[src/design/forth_params.svh]
/*
 * stack processor parameters
 * cell and program address widths, stack depths, uart bit timing
 */
`ifndef FORTH_PARAMS_SVH
`define FORTH_PARAMS_SVH

// --------------------
// datapath
// one memory or stack word
`define CELL_W 32
// 256 program cells
`define ADDR_W 8

// --------------------
// stacks, both circular
`define DSTACK_DEPTH 16
`define RSTACK_DEPTH 8

// --------------------
// serial line
// clocks per bit, same for tx and rx
`define BAUD_DIV 16

`endif

[src/design/forth_isa_pkg.sv]
/*
 * instruction set of the stack processor
 * cell and address types, opcode encoding, core phases
 */
`default_nettype none
`include "forth_params.svh"

package forth_isa_pkg;

	// one cell of program memory or stack
	typedef logic [`CELL_W-1:0] cell_t;
	typedef logic [`ADDR_W-1:0] addr_t;

	// --------------------
	// opcodes live in the low byte of a cell with bit 31 clear
	// bit 31 set means call to the negated cell value
	// anything not listed runs as a no-op, cell 0 included
	typedef enum logic [7:0] {
		op_lit         = 8'h01,
		op_plus        = 8'h02,
		op_minus       = 8'h03,
		op_and         = 8'h04,
		op_or          = 8'h05,
		op_not         = 8'h06,
		op_negate      = 8'h07,
		op_one_plus    = 8'h08,
		op_dup         = 8'h09,
		op_drop        = 8'h0a,
		op_over        = 8'h0b,
		op_equal       = 8'h0c,
		op_zero_equal  = 8'h0d,
		op_branch      = 8'h0e,
		op_zero_branch = 8'h0f,
		op_exit        = 8'h10,
		op_emit        = 8'h11,
		op_key         = 8'h12,
		op_led_on      = 8'h13,
		op_led_off     = 8'h14
	} op_e;

	// fetch/execute phases
	typedef enum logic [2:0] {
		fetch,
		execute,
		operand,
		wait_tx,
		wait_rx
	} core_state_e;

endpackage

`default_nettype wire

[src/design/forth_io_pkg.sv]
/*
 * io channel types
 * program load port and uart byte handshakes
 */
`default_nettype none
`include "forth_params.svh"

package forth_io_pkg;

	// one program cell per clock while we is high
	typedef struct packed {
		logic                 we;
		forth_isa_pkg::addr_t addr;
		forth_isa_pkg::cell_t data;
	} load_t;

	// tx side: one-cycle request
	// rx side: level held until taken
	typedef struct packed {
		logic       stb;
		logic [7:0] data;
	} byte_chan_t;

endpackage

`default_nettype wire

[src/design/forth_core.sv]
/*
 * inner interpreter
 * fetch/execute over program cells, circular data and return stacks,
 * uart emit/key handshakes and the led register
 */
`default_nettype none
`timescale 1ns/1ns
`include "forth_params.svh"

module forth_core (
	input wire clk,
	input wire reset,
	input wire run,
	output forth_isa_pkg::addr_t rd_addr,
	input wire forth_isa_pkg::cell_t rd_data,
	output forth_io_pkg::byte_chan_t tx_req,
	input wire tx_busy,
	input wire forth_io_pkg::byte_chan_t rx_byte,
	output logic rx_take,
	output logic [2:0] led
);

	localparam int DW = $clog2(`DSTACK_DEPTH);
	localparam int RW = $clog2(`RSTACK_DEPTH);

	forth_isa_pkg::core_state_e state, state_n;
	forth_isa_pkg::op_e op_q, op_n, cur_op;
	forth_isa_pkg::addr_t pc, pc_n, pc_inc, pc_skip, call_target;
	forth_isa_pkg::cell_t call_neg;
	logic [2:0] led_n;

	// data stack, dp counts entries, low bits index the array
	forth_isa_pkg::cell_t dstack [`DSTACK_DEPTH];
	logic [DW:0] dp, dp_n, dp_m1, dp_m2;
	forth_isa_pkg::cell_t tos, nos, ds_wd;
	logic ds_we;
	logic [DW-1:0] ds_wa;

	// return stack holds addresses only
	forth_isa_pkg::addr_t rstack [`RSTACK_DEPTH];
	logic [RW-1:0] rp, rp_n, rp_m1;
	logic rs_we;

	assign cur_op = forth_isa_pkg::op_e'(rd_data[7:0]);
	assign pc_inc = pc + 1'b1;
	assign pc_skip = pc + 2'd2;
	// call cell is the negated target
	assign call_neg = -rd_data;
	assign call_target = call_neg[`ADDR_W-1:0];
	assign dp_m1 = dp - 1'b1;
	assign dp_m2 = dp - 2'd2;
	assign rp_m1 = rp - 1'b1;
	assign tos = dstack[dp_m1[DW-1:0]];
	assign nos = dstack[dp_m2[DW-1:0]];

	// execute already reads the operand cell after the opcode
	assign rd_addr = !run ? '0 : (state == forth_isa_pkg::execute) ? pc_inc : pc;

	// --------------------
	// next-state and stack write decode
	always_comb begin
		state_n = state;
		op_n = op_q;
		pc_n = pc;
		dp_n = dp;
		rp_n = rp;
		led_n = led;
		ds_we = 1'b0;
		ds_wa = dp[DW-1:0];
		ds_wd = rd_data;
		rs_we = 1'b0;
		rx_take = 1'b0;
		tx_req = '{stb: 1'b0, data: tos[7:0]};
		case (state)
			forth_isa_pkg::fetch: state_n = forth_isa_pkg::execute;
			forth_isa_pkg::execute: begin
				op_n = cur_op;
				pc_n = pc_inc;
				state_n = forth_isa_pkg::fetch;
				if (rd_data[`CELL_W-1]) begin
					// call, return address is the next cell
					rs_we = 1'b1;
					rp_n = rp + 1'b1;
					pc_n = call_target;
				end else begin
					case (cur_op)
						forth_isa_pkg::op_lit,
						forth_isa_pkg::op_branch,
						forth_isa_pkg::op_zero_branch: begin
							pc_n = pc;
							state_n = forth_isa_pkg::operand;
						end
						// two in, one out
						forth_isa_pkg::op_plus,
						forth_isa_pkg::op_minus,
						forth_isa_pkg::op_and,
						forth_isa_pkg::op_or,
						forth_isa_pkg::op_equal: begin
							ds_we = 1'b1;
							ds_wa = dp_m2[DW-1:0];
							dp_n = dp_m1;
							case (cur_op)
								forth_isa_pkg::op_plus: ds_wd = nos + tos;
								forth_isa_pkg::op_minus: ds_wd = nos - tos;
								forth_isa_pkg::op_and: ds_wd = nos & tos;
								forth_isa_pkg::op_or: ds_wd = nos | tos;
								default: ds_wd = (nos == tos) ? '1 : '0;
							endcase
						end
						// top rewritten in place
						forth_isa_pkg::op_not,
						forth_isa_pkg::op_negate,
						forth_isa_pkg::op_one_plus,
						forth_isa_pkg::op_zero_equal: begin
							ds_we = 1'b1;
							ds_wa = dp_m1[DW-1:0];
							case (cur_op)
								forth_isa_pkg::op_not: ds_wd = ~tos;
								forth_isa_pkg::op_negate: ds_wd = -tos;
								forth_isa_pkg::op_one_plus: ds_wd = tos + 1'b1;
								default: ds_wd = (tos == '0) ? '1 : '0;
							endcase
						end
						forth_isa_pkg::op_dup: begin
							ds_we = 1'b1;
							ds_wd = tos;
							dp_n = dp + 1'b1;
						end
						forth_isa_pkg::op_over: begin
							ds_we = 1'b1;
							ds_wd = nos;
							dp_n = dp + 1'b1;
						end
						forth_isa_pkg::op_drop: dp_n = dp_m1;
						forth_isa_pkg::op_exit: begin
							pc_n = rstack[rp_m1];
							rp_n = rp_m1;
						end
						forth_isa_pkg::op_emit: begin
							// transmitter still busy, refetch the same cell
							if (tx_busy) begin
								pc_n = pc;
							end else begin
								tx_req.stb = 1'b1;
								dp_n = dp_m1;
								state_n = forth_isa_pkg::wait_tx;
							end
						end
						forth_isa_pkg::op_key: state_n = forth_isa_pkg::wait_rx;
						forth_isa_pkg::op_led_on: led_n = 3'd7;
						forth_isa_pkg::op_led_off: led_n = '0;
						default: ;
					endcase
				end
			end
			// rd_data now holds the cell after the opcode
			forth_isa_pkg::operand: begin
				pc_n = pc_skip;
				state_n = forth_isa_pkg::fetch;
				case (op_q)
					forth_isa_pkg::op_lit: begin
						ds_we = 1'b1;
						dp_n = dp + 1'b1;
					end
					forth_isa_pkg::op_branch: pc_n = rd_data[`ADDR_W-1:0];
					forth_isa_pkg::op_zero_branch: begin
						dp_n = dp_m1;
						if (tos == '0) begin
							pc_n = rd_data[`ADDR_W-1:0];
						end
					end
					default: ;
				endcase
			end
			// busy rose right after the strobe, wait for the stop bit
			forth_isa_pkg::wait_tx: begin
				if (!tx_busy) begin
					state_n = forth_isa_pkg::fetch;
				end
			end
			forth_isa_pkg::wait_rx: begin
				if (rx_byte.stb) begin
					rx_take = 1'b1;
					ds_we = 1'b1;
					ds_wd = forth_isa_pkg::cell_t'(rx_byte.data);
					dp_n = dp + 1'b1;
					state_n = forth_isa_pkg::fetch;
				end
			end
			default: state_n = forth_isa_pkg::fetch;
		endcase
	end

	// --------------------
	// control registers, held at address 0 while stopped
	always_ff @(posedge clk or negedge reset) begin
		if (!reset) begin
			state <= forth_isa_pkg::fetch;
			op_q <= forth_isa_pkg::op_lit;
			pc <= '0;
			dp <= '0;
			rp <= '0;
			led <= '0;
		end else if (!run) begin
			state <= forth_isa_pkg::fetch;
			pc <= '0;
			dp <= '0;
			rp <= '0;
		end else begin
			state <= state_n;
			op_q <= op_n;
			pc <= pc_n;
			dp <= dp_n;
			rp <= rp_n;
			led <= led_n;
		end
	end

	// stack storage
	always_ff @(posedge clk) begin
		if (ds_we) begin
			dstack[ds_wa] <= ds_wd;
		end
		if (rs_we) begin
			rstack[rp] <= pc_inc;
		end
	end

	// --------------------
	// underflow shows up as a huge count
	a_dstack_bounds: assert property (@(posedge clk) disable iff (!reset)
		dp <= `DSTACK_DEPTH)
		else $error("data stack pointer wrapped");

	// request only into an idle transmitter, which goes busy next cycle
	a_tx_handshake: assert property (@(posedge clk) disable iff (!reset)
		tx_req.stb |-> !tx_busy ##1 tx_busy)
		else $error("emit strobe while transmitter busy");

endmodule

`default_nettype wire

[config.mk]
export PLATFORM = sky130hd
export DESIGN_NAME = forth_core
export DESIGN_NICKNAME = d
export VERILOG_FILES = /design/src/design/forth_isa_pkg.sv /design/src/design/forth_io_pkg.sv /design/src/design/forth_core.sv
export VERILOG_INCLUDE_DIRS = /design/src /design/src/design
export SDC_FILE = /design/constraint.sdc
export NUM_CORES = 1
export LEC_CHECK = 0
export BUFFER_PORTS_ARGS = -buffer_cell sky130_fd_sc_hd__buf_2
export CORE_UTILIZATION = 45
export DETAILED_ROUTE_END_ITERATION = 10
export PLACE_DENSITY_LB_ADDON = 0.15
export RECOVER_POWER = 50
export SYNTH_ARGS = -nofsm -noshare
export SYNTH_HDL_FRONTEND = slang
export SYNTH_SLANG_ARGS = --single-unit
[constraint.sdc]
create_clock -name clk -period 9.3 [get_ports clk]
set_input_delay 0.465 -clock clk [delete_from_list [all_inputs] [get_ports clk]]
set_output_delay 0.465 -clock clk [all_outputs]
set_load 0.05 [all_outputs]
---- Word-level counts from Yosys, hierarchy flattened ----
Memory sizes are Yosys's and may differ from the RTL's.
Index checks and enable logic that the tools add are counted.
W data, S select, Z words.
word-level totals
  flip-flop bits (word level) ............. 30
  RAM bits ................................ 576
  bits of input ports ..................... 45
  word-level logic and storage cells ...... 134
  memories ................................ 2
operators by class
  add/sub/neg operators ................... 12
  equal/unequal tests ..................... 40
  multiplexer cells ....................... 55
  bitwise operators ....................... 4
  reduce and logical (&&, ||, !) cells .... 15
memories
  name    words  bits a word  read ports  clocked after Yosys merged registers in  write ports  RTL line          text
  dstack  16     32           2           0                                        1            forth_core.sv:33  forth_isa_pkg::cell_t dstack [`DSTACK_DEPTH];
  rstack  8      8            1           0                                        1            forth_core.sv:40  forth_isa_pkg::addr_t rstack [`RSTACK_DEPTH];
operator list
  cell                     number
  $pmux W32 S4             2
  $mux W32                 4
  $pmux W32 S3             1
  $eq A8 B4 Y1 const B     10
  $pmux W32 S2             1
  $mux W8                  6
  $eq A8 B5 Y1 const B     5
  $add A32 B1 Y32 const B  1
  $add A32 B32 Y32         1
  $and A32 B32 Y32         1
  $eq A32 B32 Y1           1
  $eq A8 B3 Y1 const B     4
  $logic_not A32 Y1        1
  $neg A32 Y32             1
  $not A32 Y32             1
  $or A32 B32 Y32          1
  $pmux W8 S2              2
  $sub A32 B32 Y32         1
  $pmux W5 S3              2
  $mux W3                  8
  $pmux W8 S3              1
  $mux W5                  4
  $eq A8 B1 Y1 const B     2
  $eq A8 B2 Y1 const B     2
  other kinds (41)         63

---- Logic depth before layout (Yosys ltp) ----
Gate-level depths: netlist of run 1.
An unclocked memory read counts as a cell.
  word-level depth ........................ 8
  depth in mapped cells ................... 29
  gate-level depth less buffers ........... 19

---- Least setup slack after synthesis of run 1 ----
Ideal clock, no wire load.
  path kind ............................... reg-to-reg
  start point ............................. reg dp[1]
  end point ............................... mem dstack[0][20] in the netlist's numbering, data pin
  library setup time ...................... 0.346 ns
  arrival ................................. 7.518 ns
  data required time ...................... 8.954 ns
  slack ................................... 1.436 ns
  stages on the path, launching flop included .. 23
  clock period less this slack ............ 7.864 ns
  cells stage by stage .................... dfrtp_1 clkbuf_1 clkbuf_1 clkbuf_1 clkbuf_1 inv_1 ha_1 xor2_1 clkbuf_1 buf_1 mux4_2 fa_1 a21o_1 a21o_1 a221o_1 a211oi_1 or4b_2 nand2_1 a221oi_1 mux2i_1 a31oi_1 nor3_1 o32ai_1
on the way
  longest elaborated chain between the ends .. 8
  elaborated cells between the ends (all ways) .. 19
  classes of those cells .................. 6 x add/sub; 1 x eq/ne; 7 x mux; 3 x bitwise; 1 x reduce/logical; 1 x memory
ends and longest elaborated chain
  element                                                   RTL line                            text
  from (decl)                                               forth_core.sv:34                    logic [DW:0] dp, dp_n, dp_m1, dp_m2;
  from (signal assigned)                                    forth_core.sv:213                   dp <= dp_n;
  $sub A5 B1 Y5 / $sub A4 B2 Y4 (equally long branches)     forth_core.sv:50, forth_core.sv:51
  $mem_v2 Z16 W32 *                                         --
  branches (longest 3 deep; another with $sub A32 B32 Y32)  --
  $pmux W32 S4 *                                            forth_core.sv:86                    case (cur_op)
  $mux W32 *                                                forth_core.sv:80                    if (rd_data[`CELL_W-1]) begin
  $pmux W32 S2 *                                            forth_core.sv:74                    case (state)
  net ds_wd[20]                                             forth_core.sv:35                    forth_isa_pkg::cell_t tos, nos, ds_wd;
  to (decl)                                                 forth_core.sv:33
Mark *: on every way through the listed nets, which the timed path passes.

---- Worst setup path in the final report of run 1 ----
  start point ............................. reg dp[1]
  end point ............................... mem dstack[0][31] in the netlist's numbering, data pin
Same word-level chain as after synthesis.

==> key figures, run 1 <==
Route
  – Vias: 25967
  – Final wirelength: 118000 um
  – Number of vias per cell: 6.84
  – ANT nets after route: 0
  – Per-cell routed wire length: 31.0 um
  – First drt pass iteration count: 7
  – DRC Markers: 0
  – Iter 0 DRT Violations: 3239

Logic synthesis
  – Register bit total from synthesis: 603
  – Post-synthesis simple-gate area fraction: 8.28%
  – Synth top area share: 47.6%
  – Top cell type by total area after synthesis: edfxtp_1
  – Top-count cell post-synth: edfxtp_1
  – Synth Area in Compound Gates: 11.4%
  – Sequential share of the synthesized area: 49.5%
  – Dominant synthesized flop cell: edfxtp_1
  – Post-synth EDFFs: 576
  – Syn Area/Cell: 13.6 sq um
  – Mapped Nets: 2843
  – Top cells by area, synth: edfxtp_1 (48%), mux4_2 (20%), ha_1 (4.1%)
  – Synth cell count leaders: edfxtp_1 (576), mux4_2 (322), nor2_1 (155)
  – Main combinational cell family by area after synthesis: multiplexers
  – Async S/R FF share, synth: 4.48%
  – Post-synthesis mux area share: 21.8%
  – YS warnings: 0
  – Mapped Cells: 2678
  – Post-synthesis adder-cell area fraction: 4.18%
  – Post-Synth XOR/XNOR Area: 1.01%
  – Post-synthesis cell type count: 97
  – Mapped cell area: 36300 sq um

Setup path
  – Worst Setup End Kind: flop
  – Reg2reg end: dstack[0][31]$_DFFE_PP_
  – Worst setup startpoint: dp[1]$_DFFE_PN0P_
  – Worst path required time: 9.52 ns
  – R2R cell count: 16
  – CP Class: reg2reg
  – Worst setup path end: dstack[0][31]$_DFFE_PP_
  – R2R Path Start: dp[1]$_DFFE_PN0P_
  – CP max FO: 43
  – Crit path launch type: flop
  – CP arrival: 8.60 ns
  – Flop-to-flop setup slack: 0.92 ns

Placement
  – # port buffers: 65
  – Placer Congestion: 1.01
  – Post-DP HPWL: 79500 um

STA
  – Post-route clock period utilization: 90.1%
  – Fmax: 119 MHz
  – Rel. slew slack: -108%
  – Final hold vios: 0
  – Slew Viols, Final: 489
  – RSZ-0062 raised after global routing: false
  – Setup TNS: 0 ns
  – Post-route minimum period: 8.38 ns
  – Count of final setup violators: 0
  – Pin slew with the least headroom to its limit: 3.12 ns
  – Worst Skew: 0.0461 ns

Finish
  – Synth-to-Final Area Change: 9.74%
  – Net count, final: 2865
  – Layout Utilization: 50.2%
  – Share of cells above drive strength 1: 22.0%

Outcome
  – Violated checks: max-capacitance violations, max-slew violations
  – Outcome: finished with violations

Global routing
  – GRT Overall Usage: 28.7%
  – Initial antenna violation count: 1
  – First-pass GRT wire length: 173000 um
  – Vias in the first global route: 25156
  – Total grt overflow: 0
  – Largest net degree at the start of global routing: 126

Die
  – Die Ht: 286 um
  – Die Width: 286 um
  – DIE AREA: 81900 sq um
  – I/O Pins: 66
  – Num rows: 103
  – Initial Util: 45.8%
  – Core area: 79400 sq um

Power
  – Final Power: 6.91 mW
  – Worst VDD drop: 0.117 mV
  – PD cells: 173 nW/um^2
  – Leak pwr: 12.9 nW

CTS
  – Hold buffers post-CTS: 1
  – Worst-case clock buffer depth: 3
  – Clk slew on worst S/H paths: 0.06 ns
  – Num CTS Buffers: 68
  – CTS resizes: 0
  – # Post-CTS Setup Buffers: 0
  – H-tree Lvls: 3
  – CTS tree: done
  – Clk_lat worst skew: 0.64 ns
  – CTS root buf: clkbuf_16
  – TritonCTS Sinks: 603

Worst hold path
  – Hold Path Class: in2reg
  – Hold-critical path depth: 3

Job
  – Maxcap violations: 22
[area by class of cell]
class | instances | area, sq um
fillers | 6838 | 39500
well taps | 1050 | 1310
repair buffers | 147 | 878
multi-input cells | 1763 | 17100
clock buffers | 82 | 1750
diodes | 2 | 5.00
clock inverters | 31 | 400
flip-flops and latches | 603 | 18000
inverters | 117 | 439
[cell families after synthesis]
| group | after synthesis |
|---|---|
| adder cells (fa/ha/maj) | 120 |
| AND/OR/NAND/NOR | 598 |
| AO/OA/AOI/OAI | 617 |
| buffers and inverters | 312 |
| flip-flops | 603 |
| multiplexers | 387 |
| XOR/XNOR | 41 |
[per-stage QoR]
stage | hold slack [ns] | instance area (sq um) | cells | setup slack (ns)
floorplan | 0.169 | 36300 | 2678 | 1.44
global placement | 0.465 | 37900 | 3679 | 1.34
detailed placement | 0.471 | 37900 | 3679 | 1.22
CTS | 0.113 | 40000 | 3793 | 1.17
global route | 0.152 | 39900 | 3794 | 0.549
finish | 0.156 | 39900 | 3795 | 0.918
[report_power, final]
| part | switching (mW) | internal, mW | total [mW] |
|---|---|---|---|
| Combinational | 0.850 | 0.450 | 1.30 |
| Clock | 1.11 | 1.48 | 2.59 |
| Sequential | 0.0143 | 3.00 | 3.02 |
[critical path: stages (launching register included)]
cell and delay [ns]:
dfrtp_4 0.73, inv_1 0.28, ha_1 0.34, a21boi_0 0.71
xor2_4 0.71, mux4_2 0.77, inv_1 0.28, ha_1 0.46
a21oi_1 0.27, or4b_2 0.60, o31ai_1 0.85, o21ai_0 0.17
a221oi_1 0.34, xnor2_1 0.11, o21ai_0 0.20, o31ai_1 0.18
a31oi_1 0.99
[cell usage in the layout, fill, tap and decap left out, types with 21 or more instances in the layout]
cell       instances
a211oi_1          24
a21o_1            24
a21oi_1          142
a221o_1           26
a221oi_1          36
a31oi_1           24
and2_1            22
buf_2             50
buf_4             60
clkbuf_1          48
clkbuf_16         68
dfrtp_1           24
edfxtp_1         576
ha_1             116
inv_1            111
mux2i_1           46
mux4_2           322
nand2_1          143
nand3_1           53
nand4_1           22
nor2_1           153
nor3_1            52
nor4_1            26
o211ai_1          31
o21ai_0          126
o22ai_1           21
xnor2_1           29
[registers in the layout (all words and copies together), names as in the netlist]
name,flops
dp,4
dstack,512
led,1
op_q,8
pc,8
rp,3
rstack,64
state,3
[metal layers]
layer / GRT usage (%) / vias up / wire (um)
met4: 9.25 / 0 / 3590
met2: 43.7 / 1390 / 53400
met5: 0 / - / 0
met1: 42.2 / 13466 / 49600
li1: - / 10897 / -
met3: 4.67 / 214 / 11000
[how the worst min path moves through the flow]
stage / endpoint / slack, ns / from
after floorplan: dp[0]$_DFFE_PN0P_ / 0.17 / reset
after global placement: op_q[4]$_DFFE_PN0P_ / 0.47 / op_q[4]$_DFFE_PN0P_
after detailed placement: op_q[4]$_DFFE_PN0P_ / 0.47 / op_q[4]$_DFFE_PN0P_
after CTS: state[0]$_DFFE_PN0P_ / 0.11 / tx_busy
after global routing: state[0]$_DFFE_PN0P_ / 0.15 / tx_busy
final: state[0]$_DFFE_PN0P_ / 0.16 / tx_busy
(Power assumes the default switching activity.)
==> inputs of run 2 (changes only) <==
--- a/config.mk
+++ b/config.mk
@@ -10,7 +10,6 @@
 export CORE_UTILIZATION = 45
 export DETAILED_ROUTE_END_ITERATION = 10
 export PLACE_DENSITY_LB_ADDON = 0.15
-export RECOVER_POWER = 50
 export SYNTH_ARGS = -nofsm -noshare
 export SYNTH_HDL_FRONTEND = slang
 export SYNTH_SLANG_ARGS = --single-unit
==> run 2 against run 1 <==
The run now ends clean; clock skew about the same; clock-buffer cell count unchanged; cell count did not move; worst setup slack better by 0.21 ns; final area is 0.49% higher; clock power barely moved; non-clock buffer count is the same; wire length about the same; sequential share of layout area shrank 0.22 points; critical path type unchanged; largest power group unchanged; highest routed layer unchanged.
==> key figures, run 2 (same netlist as run 1, synthesis figures left out) <==
Placement
  – Worst slack at placement: 1.22 ns (unchanged)
  – Post-DP HPWL: 79500 um (unchanged)
  – # port buffers: 65 (unchanged)
  – Placer Congestion: 1.01 (unchanged)

CTS
  – Worst-case clock buffer depth: 3 (unchanged)
  – CTS resizes: 0 (unchanged)
  – Num CTS Buffers: 68 (unchanged)
  – # Post-CTS Setup Buffers: 0 (unchanged)
  – Clk_lat worst skew: 0.64 ns (about the same)
  – TritonCTS Sinks: 603 (unchanged)
  – Clk slew on worst S/H paths: 0.06 ns (about the same)
  – CTS tree: done (unchanged)
  – H-tree Lvls: 3 (unchanged)
  – CTS root buf: clkbuf_16 (unchanged)
  – Hold buffers post-CTS: 1 (unchanged)

STA
  – Rel. slew slack: 12.7% (was -108%)
  – Post-layout worst setup margin: 1.13 ns (was 0.918 ns)
  – Post-route clock period utilization: 87.9% (was 90.1%)
  – Slew Viols, Final: 0 (was 489)
  – Pin slew with the least headroom to its limit: 1.31 ns (was 3.12 ns)
  – Count of final setup violators: 0 (unchanged)
  – RSZ-0062 raised after global routing: false (unchanged)
  – Fmax: 122 MHz (was 119 MHz)
  – Final hold vios: 0 (unchanged)
  – Worst Skew: 0.0458 ns (was 0.0461 ns)
  – Post-route minimum period: 8.17 ns (was 8.38 ns)
  – Setup TNS: 0 ns (unchanged)
  – Hold slack: 0.156 ns (about the same)

Global routing
  – Initial antenna violation count: 1 (unchanged)
  – Total grt overflow: 0 (unchanged)
  – Vias in the first global route: 25156 (unchanged)
  – Largest net degree at the start of global routing: 126 (unchanged)
  – First-pass GRT wire length: 173000 um (unchanged)
  – GRT Overall Usage: 28.7% (unchanged)

Setup path
  – CP Buf/Inv Count: 2 (unchanged)
  – CP Class: reg2reg (unchanged)
  – Worst path required time: 9.52 ns (about the same)
  – Crit path cell chain: inv_1, ha_4, buf_4, mux4_2, mux4_2, ha_1, nor2_1, a221oi_1, a21oi_1, o21a_1, o31ai_1, o21ai_0, a221oi_1, xnor2_1, o21ai_0, o31ai_1, a31oi_1 (was inv_1, ha_1, a21boi_0, xor2_4, mux4_2, inv_1, ha_1, a21oi_1, or4b_2, o31ai_1, o21ai_0, a221oi_1, xnor2_1, o21ai_0, o31ai_1, a31oi_1)
  – CP peak stage delay: 0.96 ns (was 0.99 ns)
  – CP max FO: 58 (was 43)
  – CP arrival: 8.40 ns (was 8.60 ns)
  – Flop-to-flop setup slack: 1.13 ns (was 0.92 ns)
  – Top delay family on crit path: compound AO/OA/AOI/OAI gates (unchanged)
  – Crit path launch type: flop (unchanged)
  – Worst Setup End Kind: flop (unchanged)
  – CP max-delay cell: a31oi_1 (unchanged)

Die
  – Num rows: 103 (unchanged)
  – Die Width: 286 um (unchanged)
  – I/O Pins: 66 (unchanged)
  – Initial Util: 45.8% (unchanged)
  – DIE AREA: 81900 sq um (unchanged)
  – Core area: 79400 sq um (unchanged)
  – Die Ht: 286 um (unchanged)

Finish
  – Most frequent cells in the layout: edfxtp_1 (576), mux4_2 (322), nand2_1 (143), nor2_1 (142), a21oi_1 (142) (was edfxtp_1 (576), mux4_2 (322), nor2_1 (153), nand2_1 (143), a21oi_1 (142))
  – Net count, final: 2865 (unchanged)
  – Synth-to-Final Area Change: 10.3% (was 9.74%)
  – Commonest non-fill, non-tap cell in the layout: edfxtp_1 (unchanged)
  – Largest regs: dstack x512, rstack x64 (unchanged)
  – Max reg flops: 512 (unchanged)
  – Share of cells above drive strength 1: 23.8% (was 22.0%)
  – Most flop-heavy register: dstack (unchanged)

Route
  – ANT nets after route: 0 (unchanged)
  – First drt pass iteration count: 7 (unchanged)
  – Final wirelength: 118000 um (about the same)
  – Iter 0 DRT Violations: 3345 (was 3239)
  – Per-cell routed wire length: 31.0 um (about the same)
  – Number of vias per cell: 6.82 (was 6.84)
  – Vias: 25883 (was 25967)
  – DRC Markers: 0 (unchanged)

Power
  – Leak pwr: 13.1 nW (was 12.9 nW)
  – Final Power: 6.91 mW (about the same)
  – PD cells: 173 nW/um^2 (about the same)
  – Worst VDD drop: 0.117 mV (about the same)

Job
  – Maxcap violations: 0 (was 22)

Outcome
  – Outcome: completed (was finished with violations)

Worst hold path
  – Hold Path Class: in2reg (unchanged)
-- run 2: through the flow --
step           std cells  area (sq um)  utilization, %
2_1_floorplan       2678         36300               -
3_5_place_dp        3679         37900            47.7
4_1_cts             3793         40000            50.4
6_report            3795         40100            50.5
5_1_grt             3794         40100            50.5
3_3_place_gp        3679         37900            47.7
-- run 2: final timing paths --
kind,startpoint,endpoint,cells past startpoint
max,dp[1]$_DFFE_PN0P_,dstack[2][31]$_DFFE_PP_,17
min,tx_busy,state[0]$_DFFE_PN0P_,3
max reg2reg,dp[1]$_DFFE_PN0P_,dstack[2][31]$_DFFE_PP_,17
min reg2reg,op_q[4]$_DFFE_PN0P_,op_q[4]$_DFFE_PN0P_,2
max in group asynchronous,reset,dp[1]$_DFFE_PN0P_,2
min in group asynchronous,reset,pc[0]$_DFFE_PN0P_,2
-- run 2: area by class of cell --
cell class | instances | area (sq um)
multi-input cells | 1763 | 17200
clock inverters | 31 | 400
inverters | 117 | 439
clock buffers | 82 | 1750
repair buffers | 147 | 968
well taps | 1050 | 1310
flip-flops and latches | 603 | 18000
diodes | 2 | 5.00
fillers | 6797 | 39300
-- run 2: metal layers --
| metal | GRT usage, % | share of wire (%) | wire length, um | up-vias |
|---|---|---|---|---|
| li1 | - | - | - | 10906 |
| met4 | 9.25 | 3.2 | 3720 | 0 |
| met5 | 0 | 0 | 0 | - |
| met1 | 42.2 | 43 | 50300 | 13400 |
| met2 | 43.7 | 45 | 53300 | 1355 |
| met3 | 4.67 | 8.9 | 10400 | 222 |
-- run 2: worst min-delay path, cell delays in order --
cell and delay (ns):
buf_2 0.14, nand4_1 0.10, nand2_1 0.05
-- run 2: power breakdown --
part	total, mW	internal (mW)	switching, mW
Combinational	1.30	0.452	0.851
Clock	2.59	1.48	1.11
Sequential	3.02	3.00	0.0142
